--- src/logic/cpu_pkg.sv ---
/* Shared types and sizes for the serially loaded multi-cycle CPU */
`default_nettype none

package cpu_pkg;

	// ======================================================================
	// Sizes and constants
	// ======================================================================
	localparam int xlen = 32;
	localparam int imem_depth = 256;
	localparam int imem_aw = 8;
	localparam logic [7:0] start_byte = 8'hAA;

	// ======================================================================
	// Encodings
	// ======================================================================
	// Opcode lives in inst[31:26], unlisted values run as a no-op
	typedef enum logic [5:0] {
		op_add  = 6'h00,
		op_sub  = 6'h01,
		op_and  = 6'h02,
		op_or   = 6'h03,
		op_addi = 6'h04,
		op_beq  = 6'h05,
		op_bne  = 6'h06,
		op_j    = 6'h07,
		op_out  = 6'h08,
		op_halt = 6'h3f
	} opcode_t;

	typedef enum logic [1:0] {
		mode_stall = 2'd0,
		mode_load  = 2'd1,
		mode_exec  = 2'd2,
		mode_halt  = 2'd3
	} mode_t;

	typedef enum logic [1:0] {
		ph_fetch   = 2'd0,
		ph_decode  = 2'd1,
		ph_execute = 2'd2,
		ph_write   = 2'd3
	} phase_t;

	// ======================================================================
	// Stage payloads
	// ======================================================================
	typedef struct packed {
		logic [imem_aw-1:0] pc;
		logic [xlen-1:0] inst;
	} fd_t;

	typedef struct packed {
		opcode_t op;
		logic [4:0] rd;
		logic [xlen-1:0] a;
		// rt value, or rd value for branches
		logic [xlen-1:0] b;
		logic [xlen-1:0] imm;
		logic [imem_aw-1:0] pc;
	} de_t;

	typedef struct packed {
		logic we;
		logic [4:0] rd;
		logic [xlen-1:0] data;
	} ew_t;

	typedef struct packed {
		logic start;
		logic [7:0] data;
	} tx_req_t;

endpackage

`default_nettype wire

--- src/logic/execute.sv ---
/* Execute stage: ALU, branch and jump target, and OUT requests held
   until the transmitter is free */
`default_nettype none
`timescale 1ns/1ps

module execute import cpu_pkg::*; (
	input logic clk,
	input logic rstn,
	input logic start,
	input de_t de,
	input logic tx_busy,
	output logic done,
	output logic [imem_aw-1:0] npc,
	output ew_t ew,
	output tx_req_t tx
);

	typedef enum logic {ex_idle, ex_wait} ex_state_t;

	ex_state_t state;
	logic is_out;
	logic out_go;
	logic taken;
	logic [imem_aw-1:0] pc_inc;

	assign is_out = (de.op == op_out);
	assign out_go = (start || (state == ex_wait)) && is_out && !tx_busy;

	// OUT parks here while a previous frame is still on the line
	always_ff @(posedge clk) begin
		if (!rstn)
			state <= ex_idle;
		else if (start && is_out && tx_busy)
			state <= ex_wait;
		else if (out_go)
			state <= ex_idle;
	end

	always_comb begin
		pc_inc = de.pc + 1'b1;
		npc = pc_inc;
		taken = 1'b0;
		ew.we = 1'b0;
		ew.rd = de.rd;
		ew.data = '0;
		case (de.op)
			op_add: begin
				ew.we = 1'b1;
				ew.data = de.a + de.b;
			end
			op_sub: begin
				ew.we = 1'b1;
				ew.data = de.a - de.b;
			end
			op_and: begin
				ew.we = 1'b1;
				ew.data = de.a & de.b;
			end
			op_or: begin
				ew.we = 1'b1;
				ew.data = de.a | de.b;
			end
			op_addi: begin
				ew.we = 1'b1;
				ew.data = de.a + de.imm;
			end
			op_beq: taken = (de.a == de.b);
			op_bne: taken = (de.a != de.b);
			op_j: npc = de.imm[imem_aw-1:0];
			// pc stays on the HALT itself
			op_halt: npc = de.pc;
			default: ;
		endcase
		if (taken)
			npc = pc_inc + de.imm[imem_aw-1:0];

		done = is_out ? out_go : start;
		tx.start = out_go;
		tx.data = de.a[7:0];
	end

endmodule

`default_nettype wire

--- config.mk ---
export PLATFORM = sky130hd
export DESIGN_NAME = execute
export DESIGN_NICKNAME = d
export VERILOG_FILES = /design/src/logic/cpu_pkg.sv /design/src/logic/execute.sv
export SDC_FILE = /design/constraint.sdc
export NUM_CORES = 1
export LEC_CHECK = 0
export BUFFER_PORTS_ARGS = -buffer_cell sky130_fd_sc_hd__buf_2
export CORE_ASPECT_RATIO = 0.75
export CORE_MARGIN = 2
export CORE_UTILIZATION = 56
export DETAILED_ROUTE_END_ITERATION = 10
export PLACE_DENSITY = 0.85
export REMOVE_ABC_BUFFERS = 1
export SYNTH_ARGS = -nofsm -noshare
export SYNTH_HDL_FRONTEND = slang
export SYNTH_SLANG_ARGS = --single-unit
--- constraint.sdc ---
create_clock -name clk -period 7.2 [get_ports clk]
set_input_delay 1.44 -clock clk [delete_from_list [all_inputs] [get_ports clk]]
set_output_delay 1.44 -clock clk [all_outputs]
set_load 0.01 [all_outputs]
Word-level counts from Yosys, hierarchy flattened
Index checks and enable logic that the tools add are counted.
{"block": "classes", "addsub": 5, "eq_ne": 11, "reduce_logical": 9, "mux": 8, "bitwise_logic": 2}
{"cell": "$pmux 32 s5", "n": 1}
{"cell": "$add 32x32->32", "n": 2}
{"cell": "$and 32x32->32", "n": 1}
{"cell": "$eq 32x32->1", "n": 1}
{"cell": "$ne 32x32->1", "n": 1}
{"cell": "$or 32x32->32", "n": 1}
{"cell": "$sub 32x32->32", "n": 1}
{"cell": "$eq 6x3->1 const B", "n": 4}
{"cell": "$pmux 8 s2", "n": 1}
{"cell": "$eq 6x2->1 const B", "n": 2}
{"cell": "$add 8x1->8 const B", "n": 1}
{"cell": "$add 8x8->8", "n": 1}
{"cell": "$mux 8", "n": 1}
{"cell": "$eq 6x1->1 const B", "n": 1}
{"cell": "$eq 6x4->1 const B", "n": 1}
{"cell": "$eq 6x6->1 const B", "n": 1}
{"cell": "$logic_not 6->1", "n": 1}
{"cell": "$reduce_or 5->1", "n": 1}
{"cell": "$logic_and 1x1->1", "n": 4}
{"cell": "$mux 1", "n": 4}
{"cell": "$pmux 1 s2", "n": 1}
{"cell": "$reduce_bool 2->1", "n": 1}
{"cell": "$logic_not 1->1", "n": 1}
{"cell": "$logic_or 1x1->1", "n": 1}
{"block": "totals", "out_inout_bits": 56, "inputBits": 119, "register_bits": 1, "wordCells": 36}

Depth between registers and ports, before layout
{"block": "depth", "word_depth": 5, "mapped_depth": 17, "ltp_nobuf": 15}

Worst setup path after synthesis
Ideal clock, no wire load.
{"block": "synth_timing", "kind": "input-to-output", "start": "input de[110] in the netlist's numbering", "end": "output ew[24] in the netlist's numbering", "cell_stages": 17, "path_buffers": 2, "setup_slack_ns": 0.707, "arrival_time_ns": 5.053, "required_ns": 5.760, "cell_sequence": "buf_6 > or4_4 > nor2_8 > nand2_4 > clkbuf_1 > mux2_2 > ha_1 > fa_1 > nand3_1 > a2111oi_0 > nor2_1 > a21oi_1 > a31oi_1 > o21bai_1 > a31oi_1 > xnor2_1 > a211o_1"}
{"element": "from (decl)", "line": "execute.sv:10", "text": "input de_t de,"}
{"element": "to (decl)", "line": "execute.sv:14", "text": "output ew_t ew,"}

==> flow_metrics.env <==
export IMPL_post_place_ws_ps=142
export IMPL_synth_top_area_frac=0.277
export IMPL_final_layout_size_suffix_gt1_frac=0.218
export IMPL_cp_num_buf_inv=2
export IMPL_post_synth_and_or_nand_nor_area_fraction=0.166
export IMPL_crit_arrival_ps=5560
export IMPL_period_needed_ps=7000
export IMPL_die_area_um2=12000
export IMPL_vias=6850
export IMPL_synth_area_um2=6240
export IMPL_yosysWarnings=0
export IMPL_ys_ff_latch=1
export IMPL_path_max_fanout=19
export IMPL_yosysMostFrequentCell="ha_1"
export IMPL_yosys_area_top_type="ha_1"
export IMPL_yosysUniqueCellTypes=64
export IMPL_relSlewSlack=0.398
export IMPL_end_kind="primary output"
export IMPL_viasPerCell=6.04
export IMPL_power_mw=0.495
export IMPL_grt_pass1_vias=6076
export IMPL_ant_nets=0
export IMPL_clkLatencyLatePin_ps=0
export IMPL_gp_congestion=0.963
export IMPL_fp_dieH_um=95.4
export IMPL_antenna_found_initial=0
export IMPL_drv_cap=0
export IMPL_fmax_mhz=143
export IMPL_fin_tns_setup_ps=0
export IMPL_outcome="finished clean"
export IMPL_die_x_um=126
export IMPL_core_area_um2=10900
export IMPL_reg_largest_list="state: 1 flops"
export IMPL_slowest_stage="or4_4"
export IMPL_cp_common_cell="buf_2"
export IMPL_hold_buffers=0
export IMPL_rows=33
export IMPL_fin_crit_sh=0.972
export IMPL_synth_top_family_by_area="adder cells"
export IMPL_antenna_cells=0
export IMPL_whs_ps=515
export IMPL_synth_edf_count=0
export IMPL_synth_top_cells_by_count="ha_1, inv_1, a21oi_1, nor2_1, xnor2_1"
export IMPL_critPathKind="in2out"
export IMPL_grt_max_degree=31
export IMPL_gr_total_overflow=0
export IMPL_critPathMaxStageDelay_ps=590
export IMPL_syn_inst=863
export IMPL_fill_cells=990
export IMPL_leakagePower_nw=3.79
export IMPL_top_register="state"
export IMPL_synthMuxAreaShare=0.0756
export IMPL_critPathRequiredTime_ps=5760
export IMPL_async_flop_share=0
export IMPL_start_util=0.572
export IMPL_drv_slew=0
export IMPL_dpl_hpwl_mm=15.0
export IMPL_synth_area_top_cells="ha_1, a21oi_1, xnor2_1"
export IMPL_first_pass_iters=6
export IMPL_ys_seq_area_frac=0.00321
export IMPL_final_hold_viol_count=0
export IMPL_io_buffers=164
export IMPL_drt_iter0_drc=703
export IMPL_boundaryPins=175
export IMPL_grt_pass1_wl_mm=29.3
export IMPL_tightest_slew_ps=900
export IMPL_cts_resized=0
export IMPL_synth_compound_area_frac=0.284
export IMPL_synth_xor_area_share=0.0898
export IMPL_drc=0
export IMPL_crit_family="compound AO/OA/AOI/OAI gates"
export IMPL_rsz0062_at_grt="no"
export IMPL_cts_clk_slew_worst_paths_ps=0
export IMPL_setup_viol=0
export IMPL_wirelength_mm=18.4
export IMPL_avgRoutedWirePerCell_um=16.2
export IMPL_ys_flop_type="dfxtp_1"
export IMPL_cp_cell_sequence="buf_2, or4_4, nor2_8, nand2_4, mux2_2, ha_1, fa_1, nand3_1, a2111oi_2, nor2_1, a21oi_1, a31oi_1, o21ai_1, a221oi_1, mux2i_1, o211ai_1, buf_2"
export IMPL_nNetsFinal=1257
export IMPL_finalWorstSetupSlack_ps=200
export IMPL_hp_class="reg2reg"
export IMPL_synth_area_per_cell_um2=7.23
export IMPL_post_cts_buffers=0
export IMPL_critPathLaunchType="primary input"
export IMPL_largest_register_ffs=1
export IMPL_worst_ir_drop_vdd_mv=0.0385
export IMPL_clock_skew_ps=0
export IMPL_syn_to_final_growth_pct=13.6
export IMPL_cellPowerDensity_nw_per_um2=69.9
export IMPL_grt_use_total=0.290
export IMPL_synthAdderAreaFrac=0.286
==> kinds of logic after synthesis <==
logic type,after synthesis
simple gates,204
xor+xnor,64
fa+ha+maj,141
compound gates,268
mux,43
flops,1
buf+inv,142
==> per-stage QoR <==
stage | util | std cells | cell area [um2]
CTS | 0.650 | 1135 | 7080
global placement | 0.650 | 1135 | 7080
finish | 0.650 | 1135 | 7090
detailed placement | 0.650 | 1135 | 7080
global route | 0.650 | 1135 | 7090
floorplan | - | 825 | 6040
==> final cells by class <==
type / count / area, um2 / share of cell area
multi-input combinational: 720 / 5640 / 0.795
inverter: 104 / 390 / 0.0551
sequential: 1 / 20.0 / 0.00282
timing repair buffer: 170 / 866 / 0.122
tap: 140 / 175 / 0.0247
==> layout by cell type (no fill, tap or decap), types with 5 or more instances in the layout <==
cell type / n
o21ai_0: 42
nand2b_1: 15
nor2_1: 72
nor3b_1: 6
nor2b_1: 6
o21a_1: 7
and3_1: 10
xnor2_1: 47
a21o_1: 20
a31oi_1: 9
o21bai_1: 15
buf_2: 164
inv_1: 104
xor2_1: 17
o31ai_1: 6
buf_4: 6
nand2_1: 31
o211ai_1: 11
o31a_1: 6
o221ai_1: 8
a22oi_1: 5
mux2_2: 33
ha_1: 138
a21oi_1: 83
nor4_1: 8
nand3_1: 15
nor3_1: 15
mux2i_1: 10
a221oi_1: 22
==> worst reg2reg max path: cells and delay by family (launching register included) <==
family,cells,cell delay [ps]
DFF,1,310
AOI/OAI and AO/OA,1,40
and+or+nand+nor,1,150
==> metal layers <==
layer  GRT usage  vias up  part of all wire  wire length [um]
met5           0        -                 0                 0
met4      0.0266        0            0.0061               112
met3      0.0281       11             0.094              1730
met2       0.458      333              0.42              7740
met1       0.439     3155              0.48              8860
li1            -     3351                 -                 -
==> worst paths after layout <==
kind	from	end	slack, ps	cells past startpoint
min	state	state	510	2
max reg2reg	state	state	6610	2
max	de[110]	ew[30]	200	17
min reg2reg	state	state	510	2
==> power by group <==
part,switching (mW),internal [mW],leakage [nW]
sequential,0.0000214,0.00570,0.00806
combinational,0.280,0.210,3.78
clock,0,0,0
total,0.280,0.216,3.79
(Power assumes the default switching activity.)
