===== src/logic/uart_rx.sv =====
/* 8N1 serial receiver, one byte out with a single-cycle valid strobe */
`default_nettype none
`timescale 1ns/1ps

module uart_rx (
	input logic clk,
	input logic rstn,
	input logic rxd,
	input logic [15:0] clk_per_bit,
	output logic [7:0] rx_byte,
	output logic rx_valid
);

	typedef enum logic [1:0] {rx_idle, rx_start, rx_data, rx_stop} rx_state_t;

	rx_state_t state;
	logic [1:0] rxd_sync;
	logic [15:0] cnt;
	logic [2:0] nbit;
	logic [7:0] shift;

	assign rx_byte = shift;

	always_ff @(posedge clk) begin
		if (!rstn) begin
			state <= rx_idle;
			rxd_sync <= 2'b11;
			cnt <= '0;
			nbit <= '0;
			rx_valid <= 1'b0;
		end else begin
			rxd_sync <= {rxd_sync[0], rxd};
			rx_valid <= 1'b0;
			case (state)
				rx_idle: begin
					cnt <= '0;
					nbit <= '0;
					if (!rxd_sync[1])
						state <= rx_start;
				end
				// Recheck the line half a bit in, to reject glitches
				rx_start: begin
					if (cnt == {1'b0, clk_per_bit[15:1]}) begin
						cnt <= '0;
						state <= rxd_sync[1] ? rx_idle : rx_data;
					end else begin
						cnt <= cnt + 16'd1;
					end
				end
				rx_data: begin
					if (cnt == clk_per_bit - 16'd1) begin
						cnt <= '0;
						shift <= {rxd_sync[1], shift[7:1]};
						nbit <= nbit + 3'd1;
						if (nbit == 3'd7)
							state <= rx_stop;
					end else begin
						cnt <= cnt + 16'd1;
					end
				end
				rx_stop: begin
					if (cnt == clk_per_bit - 16'd1) begin
						state <= rx_idle;
						rx_valid <= rxd_sync[1];
					end else begin
						cnt <= cnt + 16'd1;
					end
				end
				default: state <= rx_idle;
			endcase
		end
	end

endmodule

`default_nettype wire


===== config.mk =====
export PLATFORM = sky130hd
export DESIGN_NAME = uart_rx
export DESIGN_NICKNAME = d
export VERILOG_FILES = /design/src/logic/uart_rx.sv
export SDC_FILE = /design/constraint.sdc
export NUM_CORES = 1
export LEC_CHECK = 0
export ABC_CLOCK_PERIOD_IN_PS = 3500
export BUFFER_PORTS_ARGS = -buffer_cell sky130_fd_sc_hd__buf_2
export CAP_MARGIN = 10
export CORE_ASPECT_RATIO = 0.7
export CORE_MARGIN = 4
export CORE_UTILIZATION = 40
export CTS_CLUSTER_SIZE = 16
export DETAILED_ROUTE_END_ITERATION = 6
export SLEW_MARGIN = 20
export SYNTH_ARGS = -nofsm -noshare
export SYNTH_HDL_FRONTEND = slang
export SYNTH_SLANG_ARGS = --single-unit

===== constraint.sdc =====
create_clock -name clk -period 3.5 [get_ports clk]
set_input_delay 0.875 -clock clk [delete_from_list [all_inputs] [get_ports clk]]
set_output_delay 0.875 -clock clk [all_outputs]
set_load 0.02 [all_outputs]

# Yosys cells after proc, flatten, opt, wreduce, memory -nomap -nowiden
# Cells that the tools add are included.
# word_totals
ff_bits,32
out_inout_bits,9
# op_classes
add_sub_neg,3
n_eq_ne,12
n_mux,13
n_reduce_logical,6
# ops
operator,n
$pmux 16 s4,1
$mux 16,3
$add 16x1->16 const B,1
$eq 16x15->1,1
$eq 16x16->1,1
$sub 16x1->16 const B,1
$mux 2,6
$ne 2x2->1 const B,6
$pmux 2 s4,1
$pmux 3 s2,1
$reduce_and 3->1,2
$reduce_and 5->1,1
$eq 2x2->1 const B,2
$add 3x1->3 const B,1
$eq 3x3->1 const B,1
$mux 3,1
$eq 2x1->1 const B,1
$logic_not 2->1,1
$reduce_and 2->1,1
$reduce_bool 2->1,1

# Longest topological paths before layout
# Gate-level depths: netlist (run 1).
# depth
word_depth,4
ltp_mapped,11

# Least setup slack after synthesis (run 1)
# OpenSTA, ideal clock, no wires.
# synth_path
path_kind,input to register
startpoint,in clk_per_bit[0]
endpoint,"reg shift[0], in the netlist rx_byte[0] (enable)"
setup_ns,0.385
arrival_ns,3.079
required_time_ns,3.115
path_slack_ns,0.036
path_stages,8
path_cell_list,inv_1 ha_1 nor3b_1 a21boi_1 or3_1 a22oi_1 nand4_1 nor3b_1
# synth_via
elab_chain_len,3
# synth_rtl
item,line_no,rtl
start: declaration,9,"input logic [15:0] clk_per_bit,"
$sub 16x1->16,51,if (cnt == clk_per_bit - 16'd1) begin
$eq 16x16->1,51,
$reduce_and 3->1 (no source line),-,
end signal: assignment,53,"shift <= {rxd_sync[1], shift[7:1]};"
end: declaration,20,logic [7:0] shift;
# No other way between the ends.
# A chain may end at the register's enable or synchronous reset.

# Worst setup path after layout (run 1)
# layout_path
startpoint,in clk_per_bit[0]
endpoint,reg cnt[12]
# layout_via
elab_chain_len,4
elab_cells_between_ends,5
# layout_rtl
item,line_no,rtl
$sub 16x1->16 *,"51, 62",
$eq 16x16->1 *,"51, 62",
$mux 16,51,
$pmux 16 s4,34,case (state)
end signal: assignment,47,cnt <= cnt + 16'd1;
end signal: assignment,58,cnt <= cnt + 16'd1;
end signal: assignment,66,cnt <= cnt + 16'd1;
end: declaration,18,logic [15:0] cnt;
# Every way passes the cells marked *; elsewhere a longest branch is shown, timed or not.

==> results of run 1 <==
[where the power goes]
part / internal (W) / switching [W]
registers: 0.000379 / 0.00000163
clock network: 0.000211 / 0.000144
logic: 0.0000430 / 0.0000683
[sequential cells by signal, indices dropped and copies added (netlist names), named ones only]
register / cells
nbit: 3
state: 1
rx_byte: 8
rxd_sync: 2
rx_valid: 1
cnt: 16
[per-layer routing]
| layer | global-route usage, % | up-vias | wire length [um] |
|---|---|---|---|
| li1 | - | 1210 | - |
| met1 | 26.5 | 1140 | 3580 |
| met2 | 23.3 | 70 | 2840 |
| met3 | 3.90 | 5 | 448 |
| met4 | 2.33 | 0 | 25 |
| met5 | 0 | - | 0 |
[stage by stage]
| stage | hold slack (ps) | util, % | worst slack [ps] | instances | instance area (um2) |
|---|---|---|---|---|---|
| CTS | 409 | 46.5 | 427 | 426 | 2960 |
| floorplan | 386 | - | 35.8 | 319 | 2680 |
| detailed placement | 392 | 44.8 | 120 | 418 | 2850 |
| global placement | 396 | 44.8 | 150 | 418 | 2850 |
| finish | 406 | 46.6 | 446 | 426 | 2970 |
| global route | 440 | 46.6 | 297 | 426 | 2970 |
[synth_stat cells (3+ instances only)]
master / instances
a21boi_2: 10
nand3_1: 19
nor3_1: 14
ha_1: 4
buf_6: 3
clkbuf_1: 13
a21oi_1: 3
nor4_1: 14
and3_1: 7
edfxtp_1: 8
nor2b_1: 3
a32oi_1: 3
nor3b_1: 3
o21ai_0: 15
nor2_1: 14
nor4b_1: 6
a21boi_1: 7
inv_1: 6
xnor2_1: 27
nand2_1: 22
nand4_1: 11
dfxtp_1: 24
nand3_2: 10
buf_2: 12
nand2b_1: 6
xor2_1: 8
[worst reg2reg max path: cells and delay by family, from the launching register on]
| kind | cells | cell delay, ps |
|---|---|---|
| AO/OA/AOI/OAI | 2 | 610 |
| AND/OR/NAND/NOR | 3 | 890 |
| flip-flops | 1 | 520 |
| buffers and inverters | 1 | 200 |
| XOR/XNOR | 1 | 190 |
[area by class of cell]
| type | count | area, um2 |
|---|---|---|
| Clock inverter | 3 | 42.5 |
| Tap cell | 91 | 114 |
| Timing Repair Buffer | 40 | 233 |
| Clock buffer | 5 | 68.8 |
| Fill cell | 654 | 3400 |
| Inverter | 6 | 22.5 |
| Multi-Input combinational cell | 249 | 1760 |
| Sequential cell | 32 | 721 |
[cell families after synthesis]
| family | Yosys count |
|---|---|
| AND/OR/NAND/NOR | 148 |
| AO/OA/AOI/OAI | 61 |
| multiplexers | 1 |
| XOR/XNOR | 35 |
| adder cells (fa/ha/maj) | 4 |
| buffers and inverters | 38 |
| flip-flops | 32 |
[worst min path at each step]
stage / from / depth (start not counted) / end / slack [ps]
floorplan: rxd_sync[0]$_SDFF_PN1_ / 1 / rxd_sync[1]$_SDFF_PN1_ / 390
global placement: rxd_sync[0]$_SDFF_PN1_ / 1 / rxd_sync[1]$_SDFF_PN1_ / 400
detailed placement: rxd_sync[0]$_SDFF_PN1_ / 1 / rxd_sync[1]$_SDFF_PN1_ / 390
CTS: rxd_sync[0]$_SDFF_PN1_ / 1 / rxd_sync[1]$_SDFF_PN1_ / 410
global route: rxd_sync[0]$_SDFF_PN1_ / 1 / rxd_sync[1]$_SDFF_PN1_ / 440
finish: rxd_sync[0]$_SDFF_PN1_ / 1 / rxd_sync[1]$_SDFF_PN1_ / 410
[placed cells by master, fill, tap and decap left out, types with 3 or more instances in the layout]
master	n
nand2_1	22
o21ai_0	15
xnor2_1	27
edfxtp_1	8
nor2b_1	3
nor2_1	13
a21oi_1	3
dfxtp_1	24
nand3_1	19
a32oi_1	3
nor4_1	13
ha_1	4
nand2b_1	6
xor2_1	8
nand4_1	11
buf_4	13
a21boi_1	7
a21boi_2	10
inv_1	6
nand3_2	10
nor3b_1	3
nor4b_1	6
nor3_1	14
clkbuf_8	5
buf_2	27
and3_1	7
==> impl_metrics.csv, run 1 <==
group,metric,value,unit
outcome,status,"finished clean",
logic_synthesis,synthDistinctLibCells,60,
logic_synthesis,async_reset_ff_share,0,%
cells_and_area,antenna_cells,0,
clocking,cts_buffer_depth,2,
logic_synthesis,yosys.area_share.simple,34.0,%
power_and_ir_drop,power.density,285,nW/um2
critical_path,cp_max_fo,14,
critical_path,r2r_slack,800,ps
clocking,path_clk_slew,70,ps
logic_synthesis,syn_avg_cell_area,8.41,um2
clocking,htree_levels,2,
global_routing,grt_overflow_total,0,
timing,fin_worst_skew,3.59,ps
critical_path,crit_cells,10,
clocking,cts.sinks,32,
timing,finalSetupViolCount,0,
clocking,cts_buffers,5,
logic_synthesis,synth_xor_area_share,11.4,%
global_routing,grt_pass1_wl,11.2,mm
logic_synthesis,synth_top_family_by_area,"simple AND/OR/NAND/NOR gates",
logic_synthesis,syn-num-nets,342,
power_and_ir_drop,power.leakage,0.963,nW
floorplan,core,6370,um2
detailed_routing,avgViaCountPerCell,5.69,
logic_synthesis,synthAdderAreaFrac,1.87,%
floorplan,die_h,76.5,um
logic_synthesis,synth.top_cell.area_share,17.9,%
critical_path,cp-startpoint,"clk_per_bit[0]",
logic_synthesis,synth_ff_type,"dfxtp_1",
critical_path,timing.rr.start,"cnt[9]$_SDFFE_PN0P_",
critical_path,worstPathCellList,"buf_2, inv_1, ha_1, or3b_2, a2111oi_1, o21ai_1, a21boi_1, and4_4, nor4_1, o31a_1",
cells_and_area,nets,357,
logic_synthesis,synth.mux.area_fraction,0.373,%
detailed_routing,wl_per_cell,16.2,um
critical_path,cp_slowest_cell,"or3b_2",
global_routing,antenna_found_initial,0,
detailed_routing,drt-total-wl,6.89,mm
logic_synthesis,syn_inst,319,
critical_path,reg2reg_to,"rx_byte[0]$_DFFE_PP_",
clocking,clk_latency,280,ps
clocking,postCtsResizedCells,0,
timing,rsz0062_at_grt,"no",
timing,fmax,0.327,GHz
logic_synthesis,yosysTopAreaCell,"dfxtp_1",
clocking,hold_buffers,0,
floorplan,rows,24,
timing,tns,0,ps
power_and_ir_drop,p_total,0.000846,W
timing,min_period,3050,ps
timing,relSlewSlack,50.2,%
global_routing,grt_pass1_vias,2173,
global_routing,grt_max_degree,30,
floorplan,initial_core_util,42.1,%
critical_path,critPathBufInv,2,
critical_path,cp_data_required_time,3670,ps
critical_path,cp-end-kind,"flip-flop",
detailed_routing,drc,0,
timing,tightest_slew,746,ps
placement,io_buffers,27,
power_and_ir_drop,irDropWorstVdd,147,uV
critical_path,arrival,3230,ps
detailed_routing,drt_first_pass_iters,5,
detailed_routing,drtIter0Drc,161,
critical_path,crit_end,"cnt[12]$_SDFFE_PN0P_",
logic_synthesis,ys_seq_elements,32,
global_routing,track_usage,16.8,%
timing,slew_viol_final,0,
critical_path,path_class,"in -> reg",
detailed_routing,drtAntennaViolNets,0,
logic_synthesis,synth_compound_area_share,17.8,%
placement,dpl.hpwl,5.04,mm
logic_synthesis,yosys_warnings,0,
clocking,cts_setup_buffers,0,
floorplan,die_w,106,um
logic_synthesis,synth_area,2680,um2
logic_synthesis,seq_area_frac_synth,26.9,%
critical_path,crit_path_max_incr_delay,520,ps
placement,place.gp.congestion,0.931,
hold_path,hold_class,"reg -> reg",
logic_synthesis,synth_edf_count,8,
cells_and_area,synthToLayoutAreaGrowth,10.6,%
critical_path,crit_family,"simple AND/OR/NAND/NOR gates",
flow_run,maxCapViolations,0,
cells_and_area,drive_gt1_share,23.6,%
clocking,cts_root_buf,"clkbuf_8",
logic_synthesis,ys_top_cells_by_area,"dfxtp_1 18%, edfxtp_1 9.0%, xnor2_1 8.8%",
floorplan,io-pin-count,28,
floorplan,dieArea,8100,um2
timing,fin_crit_sh,87.3,%
timing,hold_violations,0,
clocking,cts_tree,"yes",
detailed_routing,vias,2425,
critical_path,r2r_cells,7,
critical_path,worstSetupStartpointType,"input pin",
Note: power is estimated with default switching activity, not from simulation.
==> run 2: changes to the inputs <==
CTS_CLUSTER_SIZE = unset   (was 16)
REMOVE_ABC_BUFFERS = 1   (was unset)
==> run 2 against run 1 <==
  * Maximum frequency is 3.9% lower
  * Critical path type unchanged
  * Non-clock buffer count rose by 2
  * Highest routed layer unchanged
  * Sequential cell count did not move
  * Utilization up 0.20 points
==> impl_metrics.csv, run 2 (synthesized netlist as in run 1, its figures left out) <==
group,metric,value,unit
timing,slew_viol_final,0,
critical_path,cp-end-kind,"flip-flop",
critical_path,r2r_slack,760,ps
cells_and_area,largest-register,"cnt",
critical_path,cp_max_fo,21,
power_and_ir_drop,p_total,0.000852,W
detailed_routing,wl_per_cell,15.8,um
timing,tightest_slew,753,ps
floorplan,io-pin-count,28,
critical_path,path_class,"in -> reg",
power_and_ir_drop,power.leakage,0.970,nW
critical_path,cp_slowest_cell,"or3b_2",
cells_and_area,antenna_cells,0,
global_routing,track_usage,16.5,%
clocking,cts_tree,"yes",
detailed_routing,drc,0,
placement,dp.cells,420,
critical_path,cp_data_required_time,3720,ps
timing,fmax,0.315,GHz
global_routing,grt_overflow_total,0,
clocking,htree_levels,2,
cells_and_area,layout_common_cells,"27 x xnor2_1, 27 x buf_2, 24 x dfxtp_1",
cells_and_area,synthToLayoutAreaGrowth,11.1,%
cells_and_area,nets,359,
timing,finalSetupViolCount,0,
cells_and_area,final_cells,428,
clocking,cts.sinks,32,
clocking,cts_buffer_depth,2,
timing,holdWs,407,ps
global_routing,grt_pass1_vias,2172,
critical_path,r2r_cells,8,
floorplan,rows,24,
flow_run,maxCapViolations,0,
floorplan,core,6370,um2
detailed_routing,vias,2439,
power_and_ir_drop,irDropWorstVdd,129,uV
detailed_routing,avgViaCountPerCell,5.70,
floorplan,die_w,106,um
timing,fin_worst_skew,4.57,ps
critical_path,crit_family,"simple AND/OR/NAND/NOR gates",
timing,rsz0062_at_grt,"no",
placement,dpl.hpwl,4.95,mm
detailed_routing,drt_first_pass_iters,4,
clocking,postCtsResizedCells,0,
floorplan,initial_core_util,42.1,%
hold_path,hold_class,"reg -> reg",
timing,fin_crit_sh,90.8,%
critical_path,worstPathCellList,"buf_2, inv_1, ha_1, or3b_2, a2111oi_1, o21ai_1, a21boi_1, and4_4, buf_4, nand3_2, a21boi_2",
critical_path,crit_cells,11,
critical_path,worstSetupStartpointType,"input pin",
global_routing,grt_max_degree,30,
global_routing,grt_pass1_wl,11.0,mm
critical_path,crit_end,"cnt[9]$_SDFFE_PN0P_",
cells_and_area,utilization,46.8,%
floorplan,die_h,76.5,um
placement,dpl_worst_slack,86.4,ps
cells_and_area,drive_gt1_share,23.7,%
placement,place.gp.congestion,0.887,
timing,hold_violations,0,
detailed_routing,drtIter0Drc,216,
cells_and_area,largest_register_ffs,16,
power_and_ir_drop,power.density,286,nW/um2
detailed_routing,drt-total-wl,6.74,mm
critical_path,reg2reg_to,"cnt[9]$_SDFFE_PN0P_",
detailed_routing,drtAntennaViolNets,0,
clocking,cts_setup_buffers,0,
outcome,status,"finished clean",
clocking,clk_latency,290,ps
critical_path,timing.rr.start,"cnt[3]$_SDFFE_PN0P_",
cells_and_area,fillers,661,
critical_path,cp-startpoint,"clk_per_bit[0]",
timing,relSlewSlack,49.3,%
critical_path,critPathBufInv,3,
timing,layout_setup_ws,323,ps
floorplan,dieArea,8100,um2
placement,io_buffers,27,
critical_path,crit_path_max_incr_delay,520,ps
clocking,path_clk_slew,70,ps
clocking,cts_root_buf,"clkbuf_8",
global_routing,antenna_found_initial,0,
critical_path,arrival,3400,ps
clocking,cts_buffers,5,
clocking,hold_buffers,0,
timing,min_period,3180,ps
run 2: per-layer routing:
layer | up-vias | GRT usage (%) | part of all wire, %
met5 | - | 0 | 0
met4 | 0 | 2.72 | 0.61
met3 | 7 | 3.22 | 6.3
met2 | 51 | 23.4 | 42
met1 | 1154 | 25.8 | 51
li1 | 1227 | - | -
run 2: worst min-delay path by stage:
stage	startpoint	to	slack, ps	depth (start not counted)
floorplan	rxd_sync[0]$_SDFF_PN1_	rxd_sync[1]$_SDFF_PN1_	390	1
global placement	rxd_sync[0]$_SDFF_PN1_	rxd_sync[1]$_SDFF_PN1_	390	1
detailed placement	rxd_sync[0]$_SDFF_PN1_	rxd_sync[1]$_SDFF_PN1_	390	1
CTS	rxd_sync[0]$_SDFF_PN1_	rxd_sync[1]$_SDFF_PN1_	410	1
global route	rxd_sync[0]$_SDFF_PN1_	rxd_sync[1]$_SDFF_PN1_	430	1
finish	rxd_sync[0]$_SDFF_PN1_	rxd_sync[1]$_SDFF_PN1_	410	1
run 2: report_power, final:
group          internal (W)  switching [W]  leakage (nW)
sequential         0.000379     0.00000483         0.266
combinational     0.0000458      0.0000645         0.650
clock              0.000211       0.000147        0.0541
total              0.000635       0.000216         0.970
run 2: worst reg2reg max path, cell delays in order (launching register included):
cell and delay, ps:
dfxtp_1 410, or4_1 610, a211o_1 320, o211ai_1 160, a21boi_1 260, and4_4 460, buf_4 200, nand3_2 70
a21boi_2 170
run 2: through the flow:
step           TNS (ps)  instance area [um2]
2_1_floorplan     -7920                 2500
3_5_place_dp          0                 2870
6_report              0                 2980
3_3_place_gp          0                 2870
4_1_cts               0                 2980
5_1_grt               0                 2980
run 2: area by class of cell:
cell class                 instances  area (um2)  share of cell area (%)
inverter                           6        22.5                   0.756
timing repair buffer              42         248                    8.32
clock buffer                       5        68.8                    2.31
tap                               91         114                    3.82
sequential                        32         721                    24.2
multi-input combinational        249        1760                    59.2
clock inverter                     3        42.5                    1.43
