[src/logic/cpu_pkg.sv]
/* Shared types and sizes for the serially loaded multi-cycle CPU */
`default_nettype none

package cpu_pkg;

	// ======================================================================
	// Sizes and constants
	// ======================================================================
	localparam int xlen = 32;
	localparam int imem_depth = 256;
	localparam int imem_aw = 8;
	localparam logic [7:0] start_byte = 8'hAA;

	// ======================================================================
	// Encodings
	// ======================================================================
	// Opcode lives in inst[31:26], unlisted values run as a no-op
	typedef enum logic [5:0] {
		op_add  = 6'h00,
		op_sub  = 6'h01,
		op_and  = 6'h02,
		op_or   = 6'h03,
		op_addi = 6'h04,
		op_beq  = 6'h05,
		op_bne  = 6'h06,
		op_j    = 6'h07,
		op_out  = 6'h08,
		op_halt = 6'h3f
	} opcode_t;

	typedef enum logic [1:0] {
		mode_stall = 2'd0,
		mode_load  = 2'd1,
		mode_exec  = 2'd2,
		mode_halt  = 2'd3
	} mode_t;

	typedef enum logic [1:0] {
		ph_fetch   = 2'd0,
		ph_decode  = 2'd1,
		ph_execute = 2'd2,
		ph_write   = 2'd3
	} phase_t;

	// ======================================================================
	// Stage payloads
	// ======================================================================
	typedef struct packed {
		logic [imem_aw-1:0] pc;
		logic [xlen-1:0] inst;
	} fd_t;

	typedef struct packed {
		opcode_t op;
		logic [4:0] rd;
		logic [xlen-1:0] a;
		// rt value, or rd value for branches
		logic [xlen-1:0] b;
		logic [xlen-1:0] imm;
		logic [imem_aw-1:0] pc;
	} de_t;

	typedef struct packed {
		logic we;
		logic [4:0] rd;
		logic [xlen-1:0] data;
	} ew_t;

	typedef struct packed {
		logic start;
		logic [7:0] data;
	} tx_req_t;

endpackage

`default_nettype wire

[src/logic/uart_tx.sv]
/* 8N1 serial transmitter, started by a request strobe while idle */
`default_nettype none
`timescale 1ns/1ps

module uart_tx import cpu_pkg::*; (
	input logic clk,
	input logic rstn,
	input logic [15:0] clk_per_bit,
	input tx_req_t req,
	output logic txd,
	output logic busy
);

	// Data bits then the stop bit, LSB first
	logic [8:0] shift;
	logic [15:0] cnt;
	logic [3:0] nbits;

	always_ff @(posedge clk) begin
		if (!rstn) begin
			busy <= 1'b0;
			txd <= 1'b1;
			cnt <= '0;
			nbits <= '0;
		end else if (!busy) begin
			if (req.start) begin
				busy <= 1'b1;
				txd <= 1'b0;
				shift <= {1'b1, req.data};
				cnt <= '0;
				nbits <= '0;
			end
		end else if (cnt == clk_per_bit - 16'd1) begin
			cnt <= '0;
			if (nbits == 4'd9) begin
				// End of stop bit
				busy <= 1'b0;
			end else begin
				txd <= shift[0];
				shift <= {1'b1, shift[8:1]};
				nbits <= nbits + 4'd1;
			end
		end else begin
			cnt <= cnt + 16'd1;
		end
	end

endmodule

`default_nettype wire
[config.mk]
export PLATFORM = sky130hd
export DESIGN_NAME = uart_tx
export DESIGN_NICKNAME = d
export VERILOG_FILES = /design/src/logic/cpu_pkg.sv /design/src/logic/uart_tx.sv
export SDC_FILE = /design/constraint.sdc
export NUM_CORES = 1
export LEC_CHECK = 0
export BUFFER_PORTS_ARGS = -buffer_cell sky130_fd_sc_hd__clkbuf_2
export CORE_MARGIN = 4
export CORE_UTILIZATION = 33
export DETAILED_ROUTE_END_ITERATION = 16
export GPL_ROUTABILITY_DRIVEN = 0
export REMOVE_ABC_BUFFERS = 1
export SLEW_MARGIN = 20
export SYNTH_ARGS = -nofsm -noshare
export SYNTH_HDL_FRONTEND = slang
export SYNTH_SLANG_ARGS = --single-unit
[constraint.sdc]
create_clock -name clk -period 3.15 [get_ports clk]
set_clock_uncertainty 0.15 [all_clocks]
set_input_delay 0 -clock clk [delete_from_list [all_inputs] [get_ports clk]]
set_output_delay 0 -clock clk [all_outputs]
set_load 0.02 [all_outputs]
After elaboration in Yosys (flattened, before gate mapping)
Cells that the tools add are included.
{"block": "word_totals", "ff_bits": 31, "in_bits": 27, "output_inout_bits": 2, "word_cells": 34}
{"block": "op_classes", "n_addsub": 3, "eq_ne": 4, "n_mux": 19, "reduce_logical": 3}
{"operator": "$mux W16", "n": 3}
{"operator": "$mux W9", "n": 4}
{"operator": "$add A16 B1 Y16 const B", "n": 1}
{"operator": "$eq A16 B16 Y1", "n": 1}
{"operator": "$mux W4", "n": 4}
{"operator": "$sub A16 B1 Y16 const B", "n": 1}
{"operator": "$mux W1", "n": 8}
{"operator": "$add A4 B1 Y4 const B", "n": 1}
{"operator": "$eq A4 B4 Y1 const B", "n": 1}
{"operator": "$reduce_and A4 Y1", "n": 1}
{"operator": "$reduce_and A3 Y1", "n": 1}
{"operator": "$ne A2 B1 Y1 const B", "n": 1}
{"operator": "$ne A2 B2 Y1 const B", "n": 1}
{"operator": "$reduce_bool A2 Y1", "n": 1}

Depth between registers and ports, before layout
Gate-level depths: netlist (run 1).
{"block": "depth", "depth_word": 4, "mapped_depth": 11, "mapped_depth_nobuf": 9}

Least setup slack after synthesis (run 1)
No wires, ideal clock.
{"block": "synth_path", "kind": "input-to-reg", "from": "input port clk_per_bit[4]", "to": "register shift[0] (enable)", "setup_ns": 0.332, "t_arrival_ns": 2.790, "required_ns": 2.668, "slack_ns": -0.122, "cell_stages": 10, "path_buffers": 3, "path_cell_list": "buf_6 -> or4_4 -> buf_6 -> or4_4 -> mux2_4 -> o21a_1 -> or4_4 -> buf_6 -> o21ai_0 -> and2_1"}
{"block": "synth_via", "elab_chain_len": 4}
{"element": "start: declaration", "line_no": "uart_tx.sv:8", "text": "input logic [15:0] clk_per_bit,"}
{"element": "$sub A16 B1 Y16", "line_no": "uart_tx.sv:33", "text": "end else if (cnt == clk_per_bit - 16'd1) begin"}
{"element": "$eq A16 B16 Y1", "line_no": "uart_tx.sv:33"}
{"element": "$ne A2 B1 Y1 (no source line)"}
{"element": "$reduce_and A4 Y1 (no source line)"}
{"element": "end signal: assignment", "line_no": "uart_tx.sv:29", "text": "shift <= {1'b1, req.data};"}
{"element": "end signal: assignment", "line_no": "uart_tx.sv:40", "text": "shift <= {1'b1, shift[8:1]};"}
{"element": "end: declaration", "line_no": "uart_tx.sv:15", "text": "logic [8:0] shift;"}
No other way between the ends.
A chain may end at the register's enable or synchronous reset.

Final worst setup path (run 1)
{"block": "layout_path", "from": "input port clk_per_bit[1]", "to": "register shift[3] (enable)"}
Same word-level chain as after synthesis.

==> impl_metrics.yaml, run 1 <==
run_status:
  status: "finished clean"
logic_synthesis:
  netlist_instances: 244
  synth_top_area_cell: "dfxtp_1"
  yosysWarningCount: 0
  yosys_most_used_dff: "dfxtp_1"
  synth_edf_count: 8
  synth_mux_area_share_pct: 6.49
  yosys.area_share.xor_xnor_pct: 8.49
  synthDistinctLibCells: 52
  synth_top_family_by_area: "simple AND/OR/NAND/NOR gates"
  syn_area_per_cell_um2: 8.46
  synthesis.area_mm2: 0.00206
  synthSimpleGateAreaFrac_pct: 27.1
  synth_most_common_cell: "nand2_1"
  synth_top_area_share_pct: 21.3
  ys_ff_latch: 30
  synth_compound_area_share_pct: 17.3
  seq_area_frac_synth_pct: 33.0
  async_flop_share_pct: 0
  synth_top_cells_by_count: "29 x nand2_1, 22 x dfxtp_1, 13 x o21ai_0"
  synthAdderAreaFrac_pct: 2.43
  yosys-top-cells-area: "dfxtp_1 21%, edfxtp_1 12%, nand2_1 5.3%"
finish:
  seqCellArea_um2: 681
  multiInputGateArea_mm2: 0.00128
  fillCellCount: 592
  final_nets: 322
  num_antenna_cells: 0
  final_cells: 367
  syn_to_final_growth_pct: 23.3
  drive_gt1_share_pct: 22.9
die:
  fp.dieArea_mm2: 0.00758
  die_y_um: 87.1
  die_w_um: 87.1
  num_io_pins: 29
  start_util_pct: 34.4
  fp.coreArea_mm2: 0.00599
  rows: 28
timing:
  finalCriticalPeriod_ns: 2.85
  max-slew-margin-rel_pct: 50.7
  rsz0062_at_grt: "no"
  clock.fmax_mhz: 351
  finalMaxSlewViolations: 0
  hold_slack_ns: 0.351
  tightest_slew_ns: 0.739
  setup_slack_ns: 0.305
  setup_violations: 0
  fin_crit_sh_pct: 90.3
  hold_viol: 0
power:
  powerDensity_mw_per_mm2: 335
  ir_drop_mv: 0.323
  p_seq_share_pct: 48.5
  combinationalPowerShare_pct: 14.5
  power.switching_mw: 0.210
  leakagePower_nw: 0.896
  p_int_mw: 0.644
  clkPwrFrac_pct: 37.1
  sw_frac_of_total_pct: 24.6
clock_tree:
  cts_buffer_depth: 2
  root_buffer: "clkbuf_8"
  numCtsBuffers: 5
  clock-sinks: 30
  tritoncts: "built"
  clk_latency_ns: 0.28
  clkTransAtPathRegs_ns: 0.06
  ctsHtreeMaxLevel: 2
  cts.repair.resized: 0
place:
  dp.cells: 349
  hpwl_mm: 3.57
  place_ws_ns: 0.0127
  port_buffers: 28
worst_setup_path:
  worst-path-buf-inv: 3
  cp-start-kind: "input pin"
  crit_path_start: "clk_per_bit[1]"
  crit_family: "simple AND/OR/NAND/NOR gates"
  cp.arrival_ns: 2.69
  critPathCaptureType: "flop"
  slowest_stage: "or4_4"
  cp_max_fo: 8
  crit_top_cell: "or4_4"
  rr_startpoint: "cnt[15]"
  crit_chain: "clkbuf_2, inv_1, ha_1, or3b_2, or4_4, mux2_4, o21a_1, or4_4, o21ai_0, and2_1, buf_12"
  path_class: "input pin to flop"
  critPathMaxStageDelay_ns: 0.55
  worstPathRequired_ns: 3.00
global_route:
  grt.total_usage_pct: 13.8
  grt_pass1_wl_mm: 8.31
  grt_max_degree: 19
  antenna_found_initial: 0
  grt_pass1_vias: 1842
  grt_overflow: 0
routing:
  post_drt_wl_per_cell_um: 12.8
  ant_nets: 0
  viasPerCell: 5.29
  route.vias.total: 1941
  drt_pass1_iterations: 4
  drc_errors: 0
  drt_first_iter_violations: 99
  wirelength_mm: 4.70
run:
  cap_violations: 0
min_path:
  hold_class: "flop to flop"
  hold_start: "nbits[1]"
what timing repair did:
item	in CTS	in global routing
setup buffers	0	0
endpoints found under the hold margin	11	0
hold buffers	10	0
final timing paths:
kind | end | slack (ns) | cells after the start
max | shift[3] | 0.30 | 11
min reg2reg | nbits[1] | 0.35 | 2
max reg2reg | shift[3] | 0.34 | 8
min | nbits[1] | 0.35 | 2
layer usage:
metal / vias up / share of wire (%) / track usage, % / routed length (um)
met5: - / 0 / 0 / 0
met2: 38 / 45 / 21.9 / 2130
met4: 0 / 1.4 / 5.52 / 64
met3: 6 / 5.0 / 3.78 / 237
met1: 898 / 48 / 17.6 / 2270
li1: 999 / - / - / -
cell type report:
type	instances	area share [%]
inverters	8	1.18
clock buffers	7	3.39
well taps	75	3.69
clock inverters	1	0.197
flip-flops and latches	30	26.7
multi-input cells	192	50.1
repair buffers	54	14.7
flip-flops by register name, indices dropped and copies added, names as in the netlist:
signal  count
nbits       4
cnt        16
txd         1
busy        1
shift       8
tightest hold or removal path: stages, from the launching register on:
cell	delay, ns
dfxtp_1	0.33
nand2_1	0.06
mux2i_1	0.06
logic make-up (layout without fill, tap and decap cells):
logic type               Yosys count  in the layout
AO/OA/AOI/OAI                     51             51
XOR/XNOR                          20             20
adder cells (fa/ha/maj)            4              4
buffers and inverters             22             70
flip-flops                        30             30
multiplexers                      12             12
AND/OR/NAND/NOR                  105            105
placed cells by master (no fill, tap or decap), types with 4 or more instances in the layout:
master | synthesis | final
nand2_1 | 29 | 29
clkbuf_2 | 0 | 28
dfxtp_1 | 22 | 22
buf_4 | 0 | 15
o21ai_0 | 13 | 13
nand3_1 | 12 | 12
xnor2_1 | 11 | 11
nor2_1 | 10 | 10
nor3_1 | 10 | 10
dlygate4sd3_1 | 0 | 10
xor2_1 | 9 | 9
inv_1 | 8 | 8
edfxtp_1 | 8 | 8
mux2_2 | 7 | 7
o311ai_0 | 6 | 6
nand4_1 | 6 | 6
clkbuf_8 | 0 | 6
or3_1 | 5 | 5
o211ai_1 | 4 | 4
or2_2 | 4 | 4
and3_1 | 4 | 4
nand2b_1 | 4 | 4
mux2i_1 | 4 | 4
ha_1 | 4 | 4
power groups by stage:
stage | clock network, mW | logic (mW) | registers (mW)
6_report | 0.317 | 0.123 | 0.414
5_1_grt | 0.351 | 0.138 | 0.415
4_1_cts | 0.333 | 0.124 | 0.414
3_5_place_dp | 0 | 0.114 | 0.422
3_3_place_gp | 0 | 0.114 | 0.422
2_1_floorplan | 0 | 0.0579 | 0.422
per-stage QoR:
step	util [%]	cell area [um2]	TNS, ns	power [mW]
after floorplan	-	1990	-0.0163	0.479
after global placement	39.3	2350	0	0.536
after detailed placement	39.3	2350	0	0.536
after CTS	42.5	2540	0	0.870
after global routing	42.5	2540	0	0.904
final	42.5	2540	0	0.853
Power figures use the tool's default switching activity.
==> inputs of run 2 (changes only) <==
--- a/config.mk
+++ b/config.mk
@@ -7,9 +7,10 @@
 export LEC_CHECK = 0
 export BUFFER_PORTS_ARGS = -buffer_cell sky130_fd_sc_hd__clkbuf_2
 export CORE_MARGIN = 4
-export CORE_UTILIZATION = 33
+export CORE_UTILIZATION = 50
 export DETAILED_ROUTE_END_ITERATION = 16
 export GPL_ROUTABILITY_DRIVEN = 0
+export PLACE_DENSITY = 0.74
 export REMOVE_ABC_BUFFERS = 1
 export SLEW_MARGIN = 20
 export SYNTH_ARGS = -nofsm -noshare
==> constraint.sdc (replaced) <==
create_clock -name clk -period 2.5 [get_ports clk]
set_clock_uncertainty 0.15 [all_clocks]
set_input_delay 0 -clock clk [delete_from_list [all_inputs] [get_ports clk]]
set_output_delay 0 -clock clk [all_outputs]
set_load 0.02 [all_outputs]
==> run 2 against run 1 <==
The run now ends with negative setup slack left. Register-to-register slack got worse by 0.51 ns. Core utilization rose by 29 points. Highest routed layer unchanged. Critical path depth did not move. Design area rose by 13%. Combinational power rose by 55%. Final cell count rose by 0.82%. Worst hold slack improved by 0.0017 ns. Non-clock buffer count rose by 28. Clock power rose by 27%.
==> impl_metrics.yaml, run 2 (synthesis gave the netlist of run 1 again) <==
run_status:
  status: "finished, violations left"
  violations: "negative setup slack"
finish:
  syn_to_final_growth_pct: 39.3
  drive_gt1_share_pct: 36.3
  final_cells: 370
  final_nets: 350
  largest_reg_flops: 16
  layout_commonest_cell: "buf_4"
  regMostFlops: "cnt"
  layout_common_cells: "35 x buf_4, 28 x nand2_1, 27 x clkbuf_2"
  design_area_mm2: 0.00287
  num_antenna_cells: 0
  reg.largest.list: "cnt (16), shift (8), nbits (4)"
worst_setup_path:
  worst-path-buf-inv: 4
  slowest_stage: "or4_4"
  reg2reg_depth: 9
  crit_family: "simple AND/OR/NAND/NOR gates"
  cp_num_cells: 11
  critPathCaptureType: "flop"
  cp-start-kind: "input pin"
  path_class: "input pin to flop"
  worstPathRequired_ns: 2.52
  crit_chain: "buf_6, or4_4, buf_6, or4_4, a211oi_2, nor3_2, or4_4, buf_8, buf_6, o211ai_1, o31ai_1"
  cp_max_fo: 7
  critPathMaxStageDelay_ns: 0.56
  timing.rr.end: "nbits[3]"
  rr_startpoint: "cnt[15]"
  cp.arrival_ns: 2.72
  rrSetupSlack_ns: -0.17
global_route:
  grt_max_degree: 19
  grt_pass1_vias: 2003
  antenna_found_initial: 0
  grt_pass1_wl_mm: 8.62
  grt_overflow: 0
  grt.total_usage_pct: 20.7
clock_tree:
  clkTransAtPathRegs_ns: 0.06
  ctsHtreeMaxLevel: 2
  numCtsBuffers: 5
  clk_latency_ns: 0.29
  tritoncts: "built"
  clock-sinks: 30
  cts_buffer_depth: 2
  root_buffer: "clkbuf_8"
place:
  post_dp_cell_area_mm2: 0.00252
  dp.cells: 350
  hpwl_mm: 3.63
  port_buffers: 28
die:
  start_util_pct: 51.6
  rows: 23
  die_y_um: 72.2
  die_w_um: 72.2
  num_io_pins: 29
  fp.dieArea_mm2: 0.00522
  fp.coreArea_mm2: 0.00400
timing:
  setup_violations: 30
  max-slew-margin-rel_pct: 46.5
  setup_slack_ns: -0.200
  finalMaxSlewViolations: 0
  rsz0062_at_grt: "yes"
  finalCriticalPeriod_ns: 2.70
  tightest_slew_ns: 0.803
  hold_viol: 0
  fin_crit_sh_pct: 108
  clock.fmax_mhz: 370
routing:
  drt_first_iter_violations: 84
  routed.top_layer: "met4"
  dr_wl_met2_mm: 2.65
  wirelength_met1_mm: 2.16
  route.vias.total: 2073
  wirelength_mm: 5.12
  wl_met3_um: 219
  drt_pass1_iterations: 4
  post_drt_wl_per_cell_um: 13.8
  ant_nets: 0
  drc_errors: 0
  viasPerCell: 5.60
min_path:
  worstHoldEndpoint: "nbits[1]"
  hold_class: "flop to flop"
  holdPathStages: 2
  hold_start: "nbits[1]"
power:
  ir_drop_mv: 0.322
  leakagePower_nw: 1.09
  powerDensity_mw_per_mm2: 387
run:
  cap_violations: 0
-- run 2: timing repair --
item,4_1_cts,5_1_grt
hold buffers,10,0
pin swaps,21,9
gates cloned,1,0
setup buffers,2,0
resized for setup,29,23
setup endpoints to repair,30,30
hold endpoints to repair,11,0
-- run 2: area by class of cell --
class	instances	area, um2
Sequential cell	30	682
Fill cell	325	1130
Clock buffer	8	90.1
Multi-Input combinational cell	192	1390
Timing Repair Buffer	82	618
Tap cell	50	62.6
Inverter	8	30.0
-- run 2: worst min-delay path, delay by kind of cell, from the launching register on --
family	cells	cell delay (ns)
DFF	1	0.33
and+or+nand+nor	1	0.06
muxes	1	0.06
-- run 2: how the worst max path moves through the flow --
stage	endpoint	from	slack [ns]
after floorplan	shift[0]	clk_per_bit[0]	-0.65
after global placement	shift[0]	clk_per_bit[0]	-0.60
after detailed placement	nbits[2]	clk_per_bit[0]	-0.65
after CTS	shift[0]	clk_per_bit[7]	-0.11
after global routing	nbits[3]	clk_per_bit[7]	-0.25
final	nbits[3]	clk_per_bit[7]	-0.20
-- run 2: report_power, final --
part           switching [mW]  internal (mW)  leakage (nW)  total (mW)
clock                   0.179          0.224        0.0455       0.403
sequential            0.00915          0.510         0.252       0.519
combinational          0.0891          0.102         0.790       0.191
-- run 2: through the flow --
| stage | setup TNS, ns | hold slack (ns) | utilization, % | total power [mW] | worst slack (ns) |
|---|---|---|---|---|---|
| after global routing | -4.57 | 0.398 | 71.8 | 1.17 | -0.255 |
| after floorplan | -12.59 | -0.0218 | - | 0.604 | -0.652 |
| final | -3.00 | 0.352 | 71.8 | 1.11 | -0.200 |
| after detailed placement | -17.35 | 0.117 | 62.9 | 0.692 | -0.652 |
| after CTS | -1.44 | 0.350 | 69.8 | 1.12 | -0.108 |
| after global placement | -16.09 | 0.110 | 62.9 | 0.689 | -0.597 |
-- run 2: metal layers --
layer,vias to the layer above,GRT usage [%]
li1,1050,-
met1,963,25.1
met2,50,35.1
met3,10,4.29
met4,0,9.39
met5,-,0
